File: config.mk
export PLATFORM = sky130hd
export DESIGN_NAME = sv32_mmu
export DESIGN_NICKNAME = d
export VERILOG_FILES = /design/src/sv32_pkg.sv /design/src/sv32_tlb.sv /design/src/sv32_ptw.sv /design/src/sv32_lsu_xlate.sv /design/src/sv32_mmu.sv
export SDC_FILE = /design/constraint.sdc
export NUM_CORES = 1
export LEC_CHECK = 0
export BUFFER_PORTS_ARGS = -buffer_cell sky130_fd_sc_hd__buf_2
export CORE_MARGIN = 5
export CORE_UTILIZATION = 40
export CTS_BUF_LIST = sky130_fd_sc_hd__clkbuf_8
export CTS_CLUSTER_SIZE = 10
export DETAILED_ROUTE_END_ITERATION = 7
export PLACE_DENSITY_LB_ADDON = 0.15
export SYNTH_ARGS = -nofsm -noshare
export SYNTH_HDL_FRONTEND = slang
export SYNTH_SLANG_ARGS = --single-unit
File: constraint.sdc
create_clock -name clk_i -period 3.5 [get_ports clk_i]
set_clock_uncertainty 0.2 [all_clocks]
set_input_delay 0 -clock clk_i [delete_from_list [all_inputs] [get_ports clk_i]]
set_output_delay 0 -clock clk_i [all_outputs]
set_load 0.05 [all_outputs]
File: src/sv32_pkg.sv
package sv32_pkg;

    // --------------------
    // widths and vectors
    // --------------------
    localparam int unsigned VADDR_W = 32;
    localparam int unsigned PADDR_W = 34;
    localparam int unsigned PPN_W   = 22;

    typedef logic [VADDR_W-1:0] vaddr_t;
    typedef logic [PADDR_W-1:0] paddr_t;
    // vpn is vaddr[31:12], split into vpn1 = [19:10] and vpn0 = [9:0]
    typedef logic [19:0]        vpn_t;
    typedef logic [PPN_W-1:0]   ppn_t;
    typedef logic [3:0]         cause_t;

    localparam int unsigned TLB_ENTRIES   = 4;
    localparam int unsigned PAGE_OFFSET_W = 12;
    // one pte is 4 bytes
    localparam int unsigned PTE_SIZE_LOG2 = 2;

    // mcause codes for data side faults
    localparam cause_t CAUSE_LD_ACCESS = 4'd5;
    localparam cause_t CAUSE_ST_ACCESS = 4'd7;
    localparam cause_t CAUSE_LD_PAGE   = 4'd13;
    localparam cause_t CAUSE_ST_PAGE   = 4'd15;

    localparam logic [1:0] AXI_RESP_OKAY = 2'b00;

    // --------------------
    // structs
    // --------------------
    // sv32 pte, msb first
    typedef struct packed {
        logic [11:0] ppn1;
        logic [9:0]  ppn0;
        logic [1:0]  rsw;
        logic        d;
        logic        a;
        logic        g;
        logic        u;
        logic        x;
        logic        w;
        logic        r;
        logic        v;
    } pte_t;

    typedef struct packed {
        logic   valid;
        cause_t cause;
        vaddr_t tval;
    } exception_t;

    // refill from the walker into the tlb
    typedef struct packed {
        logic valid;
        vpn_t vpn;
        pte_t pte;
        logic is_4m;
    } tlb_update_t;

    // axi4-lite read address and read data handshakes, master side
    typedef struct packed {
        logic   ar_valid;
        paddr_t ar_addr;
        logic   r_ready;
    } axil_ar_req_t;

    typedef struct packed {
        logic        ar_ready;
        logic        r_valid;
        logic [31:0] r_data;
        logic [1:0]  r_resp;
    } axil_r_rsp_t;

    // walker FSM
    typedef enum logic [2:0] {
        IDLE,
        WAIT_AR,
        WAIT_R,
        UPDATE,
        ERROR
    } ptw_state_e;

endpackage

File: src/sv32_tlb.sv
`timescale 1ns/1ps

module sv32_tlb import sv32_pkg::*; #(
    parameter int unsigned NR_ENTRIES = TLB_ENTRIES
) (
    input  logic        clk_i,
    input  logic        rst_ni,
    input  logic        flush_i,
    // refill port from the walker
    input  tlb_update_t update_i,
    // lookup port
    input  logic        lu_access_i,
    input  vpn_t        lu_vpn_i,
    output logic        lu_hit_o,
    output pte_t        lu_pte_o,
    output logic        lu_is_4m_o
);

    localparam int unsigned PTR_W = (NR_ENTRIES > 1) ? $clog2(NR_ENTRIES) : 1;

    // tag keeps the full vpn, megapages ignore the low half on compare
    typedef struct packed {
        vpn_t tag;
        pte_t pte;
        logic is_4m;
    } tlb_entry_t;

    logic [NR_ENTRIES-1:0] valid_q;
    tlb_entry_t            entry_q [NR_ENTRIES];
    logic [NR_ENTRIES-1:0] match;
    logic [PTR_W-1:0]      rr_ptr_q;

    // --------------------
    // lookup
    // --------------------
    always_comb begin
        for (int i = 0; i < NR_ENTRIES; i++) begin
            // vpn1 always has to match
            match[i] = valid_q[i] && (entry_q[i].tag[19:10] == lu_vpn_i[19:10]);
            // vpn0 only for 4k pages
            if (!entry_q[i].is_4m && (entry_q[i].tag[9:0] != lu_vpn_i[9:0])) begin
                match[i] = 1'b0;
            end
        end
    end

    always_comb begin
        lu_hit_o   = 1'b0;
        lu_pte_o   = '0;
        lu_is_4m_o = 1'b0;
        // lowest index wins, a walk only runs on a miss so duplicates should not exist
        for (int i = NR_ENTRIES - 1; i >= 0; i--) begin
            if (lu_access_i && match[i]) begin
                lu_hit_o   = 1'b1;
                lu_pte_o   = entry_q[i].pte;
                lu_is_4m_o = entry_q[i].is_4m;
            end
        end
    end

    // --------------------
    // refill and flush
    // --------------------
    always_ff @(posedge clk_i or negedge rst_ni) begin
        if (!rst_ni) begin
            valid_q  <= '0;
            rr_ptr_q <= '0;
        end else begin
            // flush beats a refill in the same cycle
            if (flush_i) begin
                valid_q <= '0;
            end else if (update_i.valid) begin
                valid_q[rr_ptr_q] <= 1'b1;
            end
            // round robin victim, moves on every refill
            if (update_i.valid) begin
                if (rr_ptr_q == PTR_W'(NR_ENTRIES - 1)) begin
                    rr_ptr_q <= '0;
                end else begin
                    rr_ptr_q <= rr_ptr_q + 1'b1;
                end
            end
        end
    end

    always_ff @(posedge clk_i) begin
        if (update_i.valid && !flush_i) begin
            entry_q[rr_ptr_q].tag   <= update_i.vpn;
            entry_q[rr_ptr_q].pte   <= update_i.pte;
            entry_q[rr_ptr_q].is_4m <= update_i.is_4m;
        end
    end

endmodule

File: src/sv32_ptw.sv
`timescale 1ns/1ps

module sv32_ptw import sv32_pkg::*; (
    input  logic         clk_i,
    input  logic         rst_ni,
    input  logic         en_translation_i,
    input  ppn_t         satp_ppn_i,
    // dtlb lookup being watched
    input  logic         lu_access_i,
    input  logic         lu_hit_i,
    input  vpn_t         lu_vpn_i,
    // axi4-lite read master
    output axil_ar_req_t axi_req_o,
    input  axil_r_rsp_t  axi_rsp_i,
    // refill and status
    output tlb_update_t  update_o,
    output logic         walk_active_o,
    output logic         walk_error_o,
    output logic         walk_access_fault_o
);

    ptw_state_e state_q, state_d;
    // high while the level 1 pte is being fetched
    logic       level1_q, level1_d;
    // error kind for the ERROR state, access fault or page fault
    logic       acc_fault_q, acc_fault_d;
    vpn_t       vpn_q, vpn_d;
    ppn_t       ppn_q, ppn_d;
    pte_t       pte_q, pte_d;
    pte_t       rsp_pte;
    ppn_t       lvl_base;
    logic [9:0] lvl_idx;

    assign rsp_pte = pte_t'(axi_rsp_i.r_data);

    // --------------------
    // pte address
    // --------------------
    // level 1 table from satp, level 0 table from the pointer pte
    assign lvl_base = level1_q ? satp_ppn_i : ppn_q;
    assign lvl_idx  = level1_q ? vpn_q[19:10] : vpn_q[9:0];

    always_comb begin
        axi_req_o.ar_valid = (state_q == WAIT_AR);
        // built from registers only, stays put until ar_ready
        axi_req_o.ar_addr  = (paddr_t'(lvl_base) << PAGE_OFFSET_W)
                           | (paddr_t'(lvl_idx) << PTE_SIZE_LOG2);
        axi_req_o.r_ready  = (state_q == WAIT_R);
    end

    // --------------------
    // walker FSM
    // --------------------
    always_comb begin
        state_d     = state_q;
        level1_d    = level1_q;
        acc_fault_d = acc_fault_q;
        vpn_d       = vpn_q;
        ppn_d       = ppn_q;
        pte_d       = pte_q;

        unique case (state_q)
            IDLE: begin
                // start on a dtlb miss, capture the missing vpn
                if (en_translation_i && lu_access_i && !lu_hit_i) begin
                    vpn_d       = lu_vpn_i;
                    level1_d    = 1'b1;
                    acc_fault_d = 1'b0;
                    state_d     = WAIT_AR;
                end
            end
            WAIT_AR: begin
                if (axi_rsp_i.ar_ready) begin
                    state_d = WAIT_R;
                end
            end
            WAIT_R: begin
                if (axi_rsp_i.r_valid) begin
                    if (axi_rsp_i.r_resp != AXI_RESP_OKAY) begin
                        // bus error on the pte read
                        acc_fault_d = 1'b1;
                        state_d     = ERROR;
                    end else if (!rsp_pte.v || (rsp_pte.w && !rsp_pte.r)) begin
                        // invalid pte or reserved w-without-r encoding
                        state_d = ERROR;
                    end else if (rsp_pte.r || rsp_pte.x) begin
                        // leaf
                        if (level1_q && (rsp_pte.ppn0 != '0)) begin
                            // misaligned megapage
                            state_d = ERROR;
                        end else if (!rsp_pte.a) begin
                            // a bits are never set in memory here
                            state_d = ERROR;
                        end else begin
                            // d vs store is left to the hit path
                            pte_d   = rsp_pte;
                            state_d = UPDATE;
                        end
                    end else if (!level1_q) begin
                        // pointer at the last level
                        state_d = ERROR;
                    end else begin
                        // next level table
                        ppn_d    = {rsp_pte.ppn1, rsp_pte.ppn0};
                        level1_d = 1'b0;
                        state_d  = WAIT_AR;
                    end
                end
            end
            // single cycle states, back to idle
            UPDATE:  state_d = IDLE;
            ERROR:   state_d = IDLE;
            default: state_d = IDLE;
        endcase
    end

    // --------------------
    // outputs
    // --------------------
    always_comb begin
        update_o.valid = (state_q == UPDATE);
        update_o.vpn   = vpn_q;
        update_o.pte   = pte_q;
        // leaf found while still on level 1
        update_o.is_4m = level1_q;
    end

    assign walk_active_o       = (state_q != IDLE);
    assign walk_error_o        = (state_q == ERROR) && !acc_fault_q;
    assign walk_access_fault_o = (state_q == ERROR) && acc_fault_q;

    always_ff @(posedge clk_i or negedge rst_ni) begin
        if (!rst_ni) begin
            state_q     <= IDLE;
            level1_q    <= 1'b1;
            acc_fault_q <= 1'b0;
        end else begin
            state_q     <= state_d;
            level1_q    <= level1_d;
            acc_fault_q <= acc_fault_d;
        end
    end

    always_ff @(posedge clk_i) begin
        vpn_q <= vpn_d;
        ppn_q <= ppn_d;
        pte_q <= pte_d;
    end

endmodule

File: src/sv32_lsu_xlate.sv
`timescale 1ns/1ps

module sv32_lsu_xlate import sv32_pkg::*; (
    input  logic       clk_i,
    input  logic       rst_ni,
    // lsu request
    input  logic       lsu_req_i,
    input  vaddr_t     lsu_vaddr_i,
    input  logic       lsu_is_store_i,
    // csr state
    input  logic       en_translation_i,
    input  logic       user_mode_i,
    input  logic       sum_i,
    // dtlb lookup
    output logic       lu_access_o,
    output vpn_t       lu_vpn_o,
    input  logic       lu_hit_i,
    input  pte_t       lu_pte_i,
    input  logic       lu_is_4m_i,
    // walker status
    input  logic       walk_active_i,
    input  logic       walk_error_i,
    input  logic       walk_access_fault_i,
    // response, one cycle after the request on hit or bare
    output logic       lsu_valid_o,
    output paddr_t     lsu_paddr_o,
    output exception_t lsu_exception_o
);

    logic   req_q;
    logic   store_q;
    logic   hit_q;
    vaddr_t vaddr_q;
    pte_t   pte_q;
    logic   is_4m_q;
    logic   priv_err;
    logic   walk_fault;
    paddr_t paddr_4k;
    paddr_t paddr_4m;

    function automatic exception_t make_exc(cause_t cause, vaddr_t tval);
        exception_t exc;
        exc.valid = 1'b1;
        exc.cause = cause;
        exc.tval  = tval;
        return exc;
    endfunction

    // lookup only matters when translating
    assign lu_access_o = lsu_req_i && en_translation_i;
    assign lu_vpn_o    = lsu_vaddr_i[VADDR_W-1:PAGE_OFFSET_W];

    // --------------------
    // address formation
    // --------------------
    assign paddr_4k = {pte_q.ppn1, pte_q.ppn0, vaddr_q[PAGE_OFFSET_W-1:0]};
    assign paddr_4m = {pte_q.ppn1, vaddr_q[21:0]};

    // user may only touch u pages, supervisor needs sum for them
    assign priv_err   = user_mode_i ? !pte_q.u : (pte_q.u && !sum_i);
    assign walk_fault = walk_active_i && (walk_error_i || walk_access_fault_i);

    always_comb begin
        // bare mode, zero-extended pass through
        lsu_valid_o     = req_q;
        lsu_paddr_o     = paddr_t'(vaddr_q);
        lsu_exception_o = '0;

        if (en_translation_i) begin
            // a miss waits for the refill or a walk fault
            lsu_valid_o = req_q && (hit_q || walk_fault);
            lsu_paddr_o = is_4m_q ? paddr_4m : paddr_4k;

            if (req_q && hit_q) begin
                if (store_q) begin
                    // store needs w, d and privilege
                    if (!pte_q.w || !pte_q.d || priv_err) begin
                        lsu_exception_o = make_exc(CAUSE_ST_PAGE, vaddr_q);
                    end
                end else if (!pte_q.r || priv_err) begin
                    lsu_exception_o = make_exc(CAUSE_LD_PAGE, vaddr_q);
                end
            end else if (req_q && walk_fault) begin
                // walker faults follow the access type
                if (walk_error_i) begin
                    lsu_exception_o = make_exc(store_q ? CAUSE_ST_PAGE : CAUSE_LD_PAGE,
                                               vaddr_q);
                end else begin
                    lsu_exception_o = make_exc(store_q ? CAUSE_ST_ACCESS : CAUSE_LD_ACCESS,
                                               vaddr_q);
                end
            end
        end
    end

    // --------------------
    // request register
    // --------------------
    always_ff @(posedge clk_i or negedge rst_ni) begin
        if (!rst_ni) begin
            req_q   <= 1'b0;
            store_q <= 1'b0;
            hit_q   <= 1'b0;
        end else begin
            req_q   <= lsu_req_i;
            store_q <= lsu_is_store_i;
            hit_q   <= lu_hit_i;
        end
    end

    always_ff @(posedge clk_i) begin
        vaddr_q <= lsu_vaddr_i;
        pte_q   <= lu_pte_i;
        is_4m_q <= lu_is_4m_i;
    end

endmodule

File: src/sv32_mmu.sv
`timescale 1ns/1ps

module sv32_mmu import sv32_pkg::*; (
    input  logic         clk_i,
    input  logic         rst_ni,
    // csr state
    input  logic         en_translation_i,
    input  logic         user_mode_i,
    input  logic         sum_i,
    input  ppn_t         satp_ppn_i,
    input  logic         flush_tlb_i,
    // lsu side
    input  logic         lsu_req_i,
    input  vaddr_t       lsu_vaddr_i,
    input  logic         lsu_is_store_i,
    output logic         lsu_valid_o,
    output paddr_t       lsu_paddr_o,
    output exception_t   lsu_exception_o,
    // pte reads
    output axil_ar_req_t axi_req_o,
    input  axil_r_rsp_t  axi_rsp_i
);

    // dtlb lookup
    logic        lu_access;
    vpn_t        lu_vpn;
    logic        lu_hit;
    pte_t        lu_pte;
    logic        lu_is_4m;
    // walker to tlb and translation stage
    tlb_update_t ptw_update;
    logic        walk_active;
    logic        walk_error;
    logic        walk_access_fault;

    sv32_tlb #(
        .NR_ENTRIES ( TLB_ENTRIES )
    ) i_dtlb (
        .clk_i       ( clk_i       ),
        .rst_ni      ( rst_ni      ),
        .flush_i     ( flush_tlb_i ),
        .update_i    ( ptw_update  ),
        .lu_access_i ( lu_access   ),
        .lu_vpn_i    ( lu_vpn      ),
        .lu_hit_o    ( lu_hit      ),
        .lu_pte_o    ( lu_pte      ),
        .lu_is_4m_o  ( lu_is_4m    )
    );

    sv32_ptw i_ptw (
        .clk_i               ( clk_i             ),
        .rst_ni              ( rst_ni            ),
        .en_translation_i    ( en_translation_i  ),
        .satp_ppn_i          ( satp_ppn_i        ),
        .lu_access_i         ( lu_access         ),
        .lu_hit_i            ( lu_hit            ),
        .lu_vpn_i            ( lu_vpn            ),
        .axi_req_o           ( axi_req_o         ),
        .axi_rsp_i           ( axi_rsp_i         ),
        .update_o            ( ptw_update        ),
        .walk_active_o       ( walk_active       ),
        .walk_error_o        ( walk_error        ),
        .walk_access_fault_o ( walk_access_fault )
    );

    sv32_lsu_xlate i_xlate (
        .clk_i               ( clk_i             ),
        .rst_ni              ( rst_ni            ),
        .lsu_req_i           ( lsu_req_i         ),
        .lsu_vaddr_i         ( lsu_vaddr_i       ),
        .lsu_is_store_i      ( lsu_is_store_i    ),
        .en_translation_i    ( en_translation_i  ),
        .user_mode_i         ( user_mode_i       ),
        .sum_i               ( sum_i             ),
        .lu_access_o         ( lu_access         ),
        .lu_vpn_o            ( lu_vpn            ),
        .lu_hit_i            ( lu_hit            ),
        .lu_pte_i            ( lu_pte            ),
        .lu_is_4m_i          ( lu_is_4m          ),
        .walk_active_i       ( walk_active       ),
        .walk_error_i        ( walk_error        ),
        .walk_access_fault_i ( walk_access_fault ),
        .lsu_valid_o         ( lsu_valid_o       ),
        .lsu_paddr_o         ( lsu_paddr_o       ),
        .lsu_exception_o     ( lsu_exception_o   )
    );

endmodule

==> metrics.cfg <==
[synth]
yosys.cell_types.count = 48
yosys_warnings = 0
synthAdderAreaFrac = 0.00403
synth-async-reset-ratio = 0.0426
synth-compound-area-share = 0.0487
synth_edf_count = 256
synthMuxAreaShare = 0.0390
synthCells = 811
synth_top_family_by_area = simple AND/OR/NAND/NOR gates
syn_area_sq_um = 12400
synth_top_flop_cell = edfxtp_1
synth-simple-area-share = 0.0869
ys_ff_latch = 329
synth-xor-area-share = 0.0564
ys_seq_area_frac = 0.742
synth.avg_cell_area_sq_um = 15.3

[pwr]
p_leak_nw = 6.21
internal-power_mw = 6.28
pwr-share-comb = 0.095
switching_share = 0.245
p_per_area_nw_per_um2 = 514
p_clk_frac = 0.375
ir_worst_vdd_mv = 0.258
power_frac_seq = 0.530
p_switching_mw = 2.04

[critical_path]
endpoint_kind = flip-flop
worstRegToRegCells = 6
cp.depth = 9
r2r-end = i_ptw.vpn_q[8]
crit_required_ps = 3540
start_kind = input pin
cp.arrival_ps = 3210
setup.worst_path.end = i_ptw.ppn_q[12]
r2r_slack_ps = 640
crit_path_frequent_cell = dlygate4sd3_1
slowest_delay_ps = 720
slowest_stage = dlygate4sd3_1
path_delay_family = buffers and inverters
startpoint = axi_rsp_i[0]
crit_buf_inv = 5
path_max_fanout = 22
crit_chain = dlygate4sd3_1 > buf_2 > nor2_1 > dlygate4sd3_1 > and3_1 > dlygate4sd3_1 > nand3_1 > nor2_2 > buf_4
path_class = input pin to flip-flop
r2r-start = i_dtlb.entry_q[0][48]

[cts]
ctsResizeCount = 0
cts_buffers = 53
clk_pin_slew_worst_paths_ps = 60
post_cts_buffers = 0
cts_tree = yes
insertion_delay_ps = 560
cts_sinks = 329
clk_path_buf_depth = 3
htree_levels = 2
cts_root_buffer = clkbuf_8

[timing]
period_needed_ps = 3180
fin_crit_sh = 0.908
worst_slack_ps = 323
rsz0062_at_grt = no
final_max_slew_viol_count = 0
fin_setup_tns_ps = 0
slew-limit-headroom = 0.523
setup_violations = 0
fmax_mhz = 315
worst_hold_slack_ps = 38.9
worstMarginPinSlew_ps = 713
hold_violations = 0

[floorplan]
die_h_microns = 186
die-area_sq_um = 34700
pin_count = 206
rows = 64
initial_core_util = 0.405
core_sq_um = 30700
die_width_microns = 186

[global_route]
antenna_found_initial = 0
grt_remaining_overflow = 0
grt_max_degree = 39
track_usage = 0.180
grt_pass1_vias = 8059
grt_pass1_wl_microns = 47300

[final_layout]
final_layout_size_suffix_gt1_frac = 0.289
diodes = 0
fin_nets = 1271
areaGrowthSynthToFinish_pct = 30.3

[route]
avgViaCountPerCell = 4.84
first_iter_violations = 420
ant_nets = 0
drcViolationCount = 0
vias = 7787
wl_per_cell_microns = 19.4
first_pass_iters = 5
routed_wl_microns = 31200

[place]
io_buffers = 200
place.gp.congestion = 0.770
dp_slack_ps = 689
dp_hpwl_microns = 19600

[run_status]
run_status = finished clean

[job]
drv_cap = 0

[hold_path]
hp-class = input pin to flip-flop

[state kept, by name, indices dropped and copies added, names as in the netlist]
register           count
i_ptw.level1_q         1
i_xlate.req_q          1
i_xlate.is_4m_q        1
i_ptw.vpn_q           20
i_ptw.state_q          3
i_ptw.acc_fault_q      1
i_ptw.ppn_q           22
i_xlate.paddr_4k      22
i_ptw.update_o        26
i_dtlb.valid_q         4
i_xlate.pte_q          4
i_xlate.store_q        1
i_dtlb.rr_ptr_q        2
i_dtlb.entry_q       188
i_xlate.hit_q          1
i_xlate.vaddr_q       32
[stage by stage]
step	power, mW	instances	area [sq um]	util
floorplan	4.92	812	12400	-
global placement	5.17	1383	13900	0.453
detailed placement	5.17	1383	13900	0.453
CTS	8.43	1610	16200	0.528
global route	8.68	1610	16200	0.528
finish	8.32	1610	16200	0.528
[cell type report]
class                      instances  area (sq um)
fill                            2633         14500
sequential                       329          9220
multi-input combinational        428          2950
timing repair buffer             346          2450
clock buffer                      61           840
tap                              396           495
clock inverter                    39           195
inverter                          11          41.3
[placed cells by master, fill, tap and decap left out, types with 2 or more instances in the layout]
cell / n
a21boi_0: 2
a21o_1: 6
a21oi_1: 3
a22o_1: 3
a32oi_1: 26
and2_1: 34
and2_2: 4
and3_1: 2
and3b_4: 2
and4_1: 2
buf_12: 3
buf_2: 200
buf_4: 16
clkbuf_8: 61
clkinv_1: 9
clkinv_2: 4
clkinvlp_4: 2
conb_1: 2
dfrtp_1: 13
dfxtp_1: 59
dlygate4sd3_1: 127
edfxtp_1: 256
ha_1: 4
inv_1: 32
inv_6: 2
mux2_2: 43
nand2_1: 119
nand2b_1: 2
nand3_1: 7
nand4_1: 6
nor2_1: 7
nor2_2: 4
nor3_1: 8
nor3b_1: 2
nor4_1: 13
nor4_2: 4
o21ai_0: 4
o22ai_1: 27
xnor2_1: 12
xor2_1: 68
[routing by layer]
metal / track usage / vias to the layer above / wire length, microns
met5: 0 / - / 0
met4: 0.0347 / 0 / 378
met3: 0.0348 / 36 / 1730
met2: 0.297 / 240 / 15000
met1: 0.252 / 3808 / 14000
li1: - / 3703 / -
[Yosys cell counts (6+ instances only)]
cell type | n | area share
dfrtp_1 | 13 | 0.026
dfxtp_1 | 59 | 0.095
o22ai_1 | 27 | 0.014
nand3_1 | 7 | 0.0028
xnor2_1 | 12 | 0.0085
a32oi_1 | 26 | 0.018
clkbuf_1 | 18 | 0.0054
nor2_1 | 9 | 0.0027
inv_1 | 11 | 0.0033
mux2_2 | 43 | 0.039
edfxtp_1 | 256 | 0.62
nor4_1 | 13 | 0.0065
nand4_1 | 6 | 0.0030
buf_4 | 17 | 0.010
nand2_1 | 119 | 0.036
nor3_1 | 8 | 0.0032
and2_1 | 38 | 0.019
a21o_1 | 6 | 0.0036
xor2_1 | 68 | 0.048
[kinds of logic (layout without fill, tap and decap cells)]
kind of cell	Yosys count	count (layout)
flops	329	329
fa+ha+maj	4	4
mux	43	43
xor+xnor	80	80
other cells	1	2
simple gates	219	219
buf+inv	55	457
compound gates	80	80
[repair_timing]
action,in CTS,in global routing
endpoints found under the hold margin,186,0
endpoints found under the setup margin,0,0
hold buffers,127,0
[worst min-delay path: stages]
cell and delay, ps:
buf_2 210, nand2_1 210, nor3_1 90, a32o_1 240
[power by group through the flow]
stage / combinational, mW / clock, mW / sequential [mW]
4_1_cts: 0.797 / 3.22 / 4.41
3_5_place_dp: 0.676 / 0 / 4.50
3_3_place_gp: 0.673 / 0 / 4.50
2_1_floorplan: 0.461 / 0 / 4.46
6_report: 0.790 / 3.12 / 4.41
5_1_grt: 0.847 / 3.41 / 4.43
[worst min-delay path by stage]
stage / start / to / cells past startpoint
CTS: lsu_vaddr_i[31] / i_xlate.vaddr_q[31] / 2
finish: en_translation_i / i_ptw.state_q[0] / 4
global placement: rst_ni / i_dtlb.valid_q[2] / 1
detailed placement: rst_ni / i_xlate.store_q / 1
floorplan: rst_ni / i_dtlb.rr_ptr_q[0] / 0
global route: lsu_vaddr_i[31] / i_xlate.vaddr_q[31] / 2
Power figures use the tool's default switching activity.
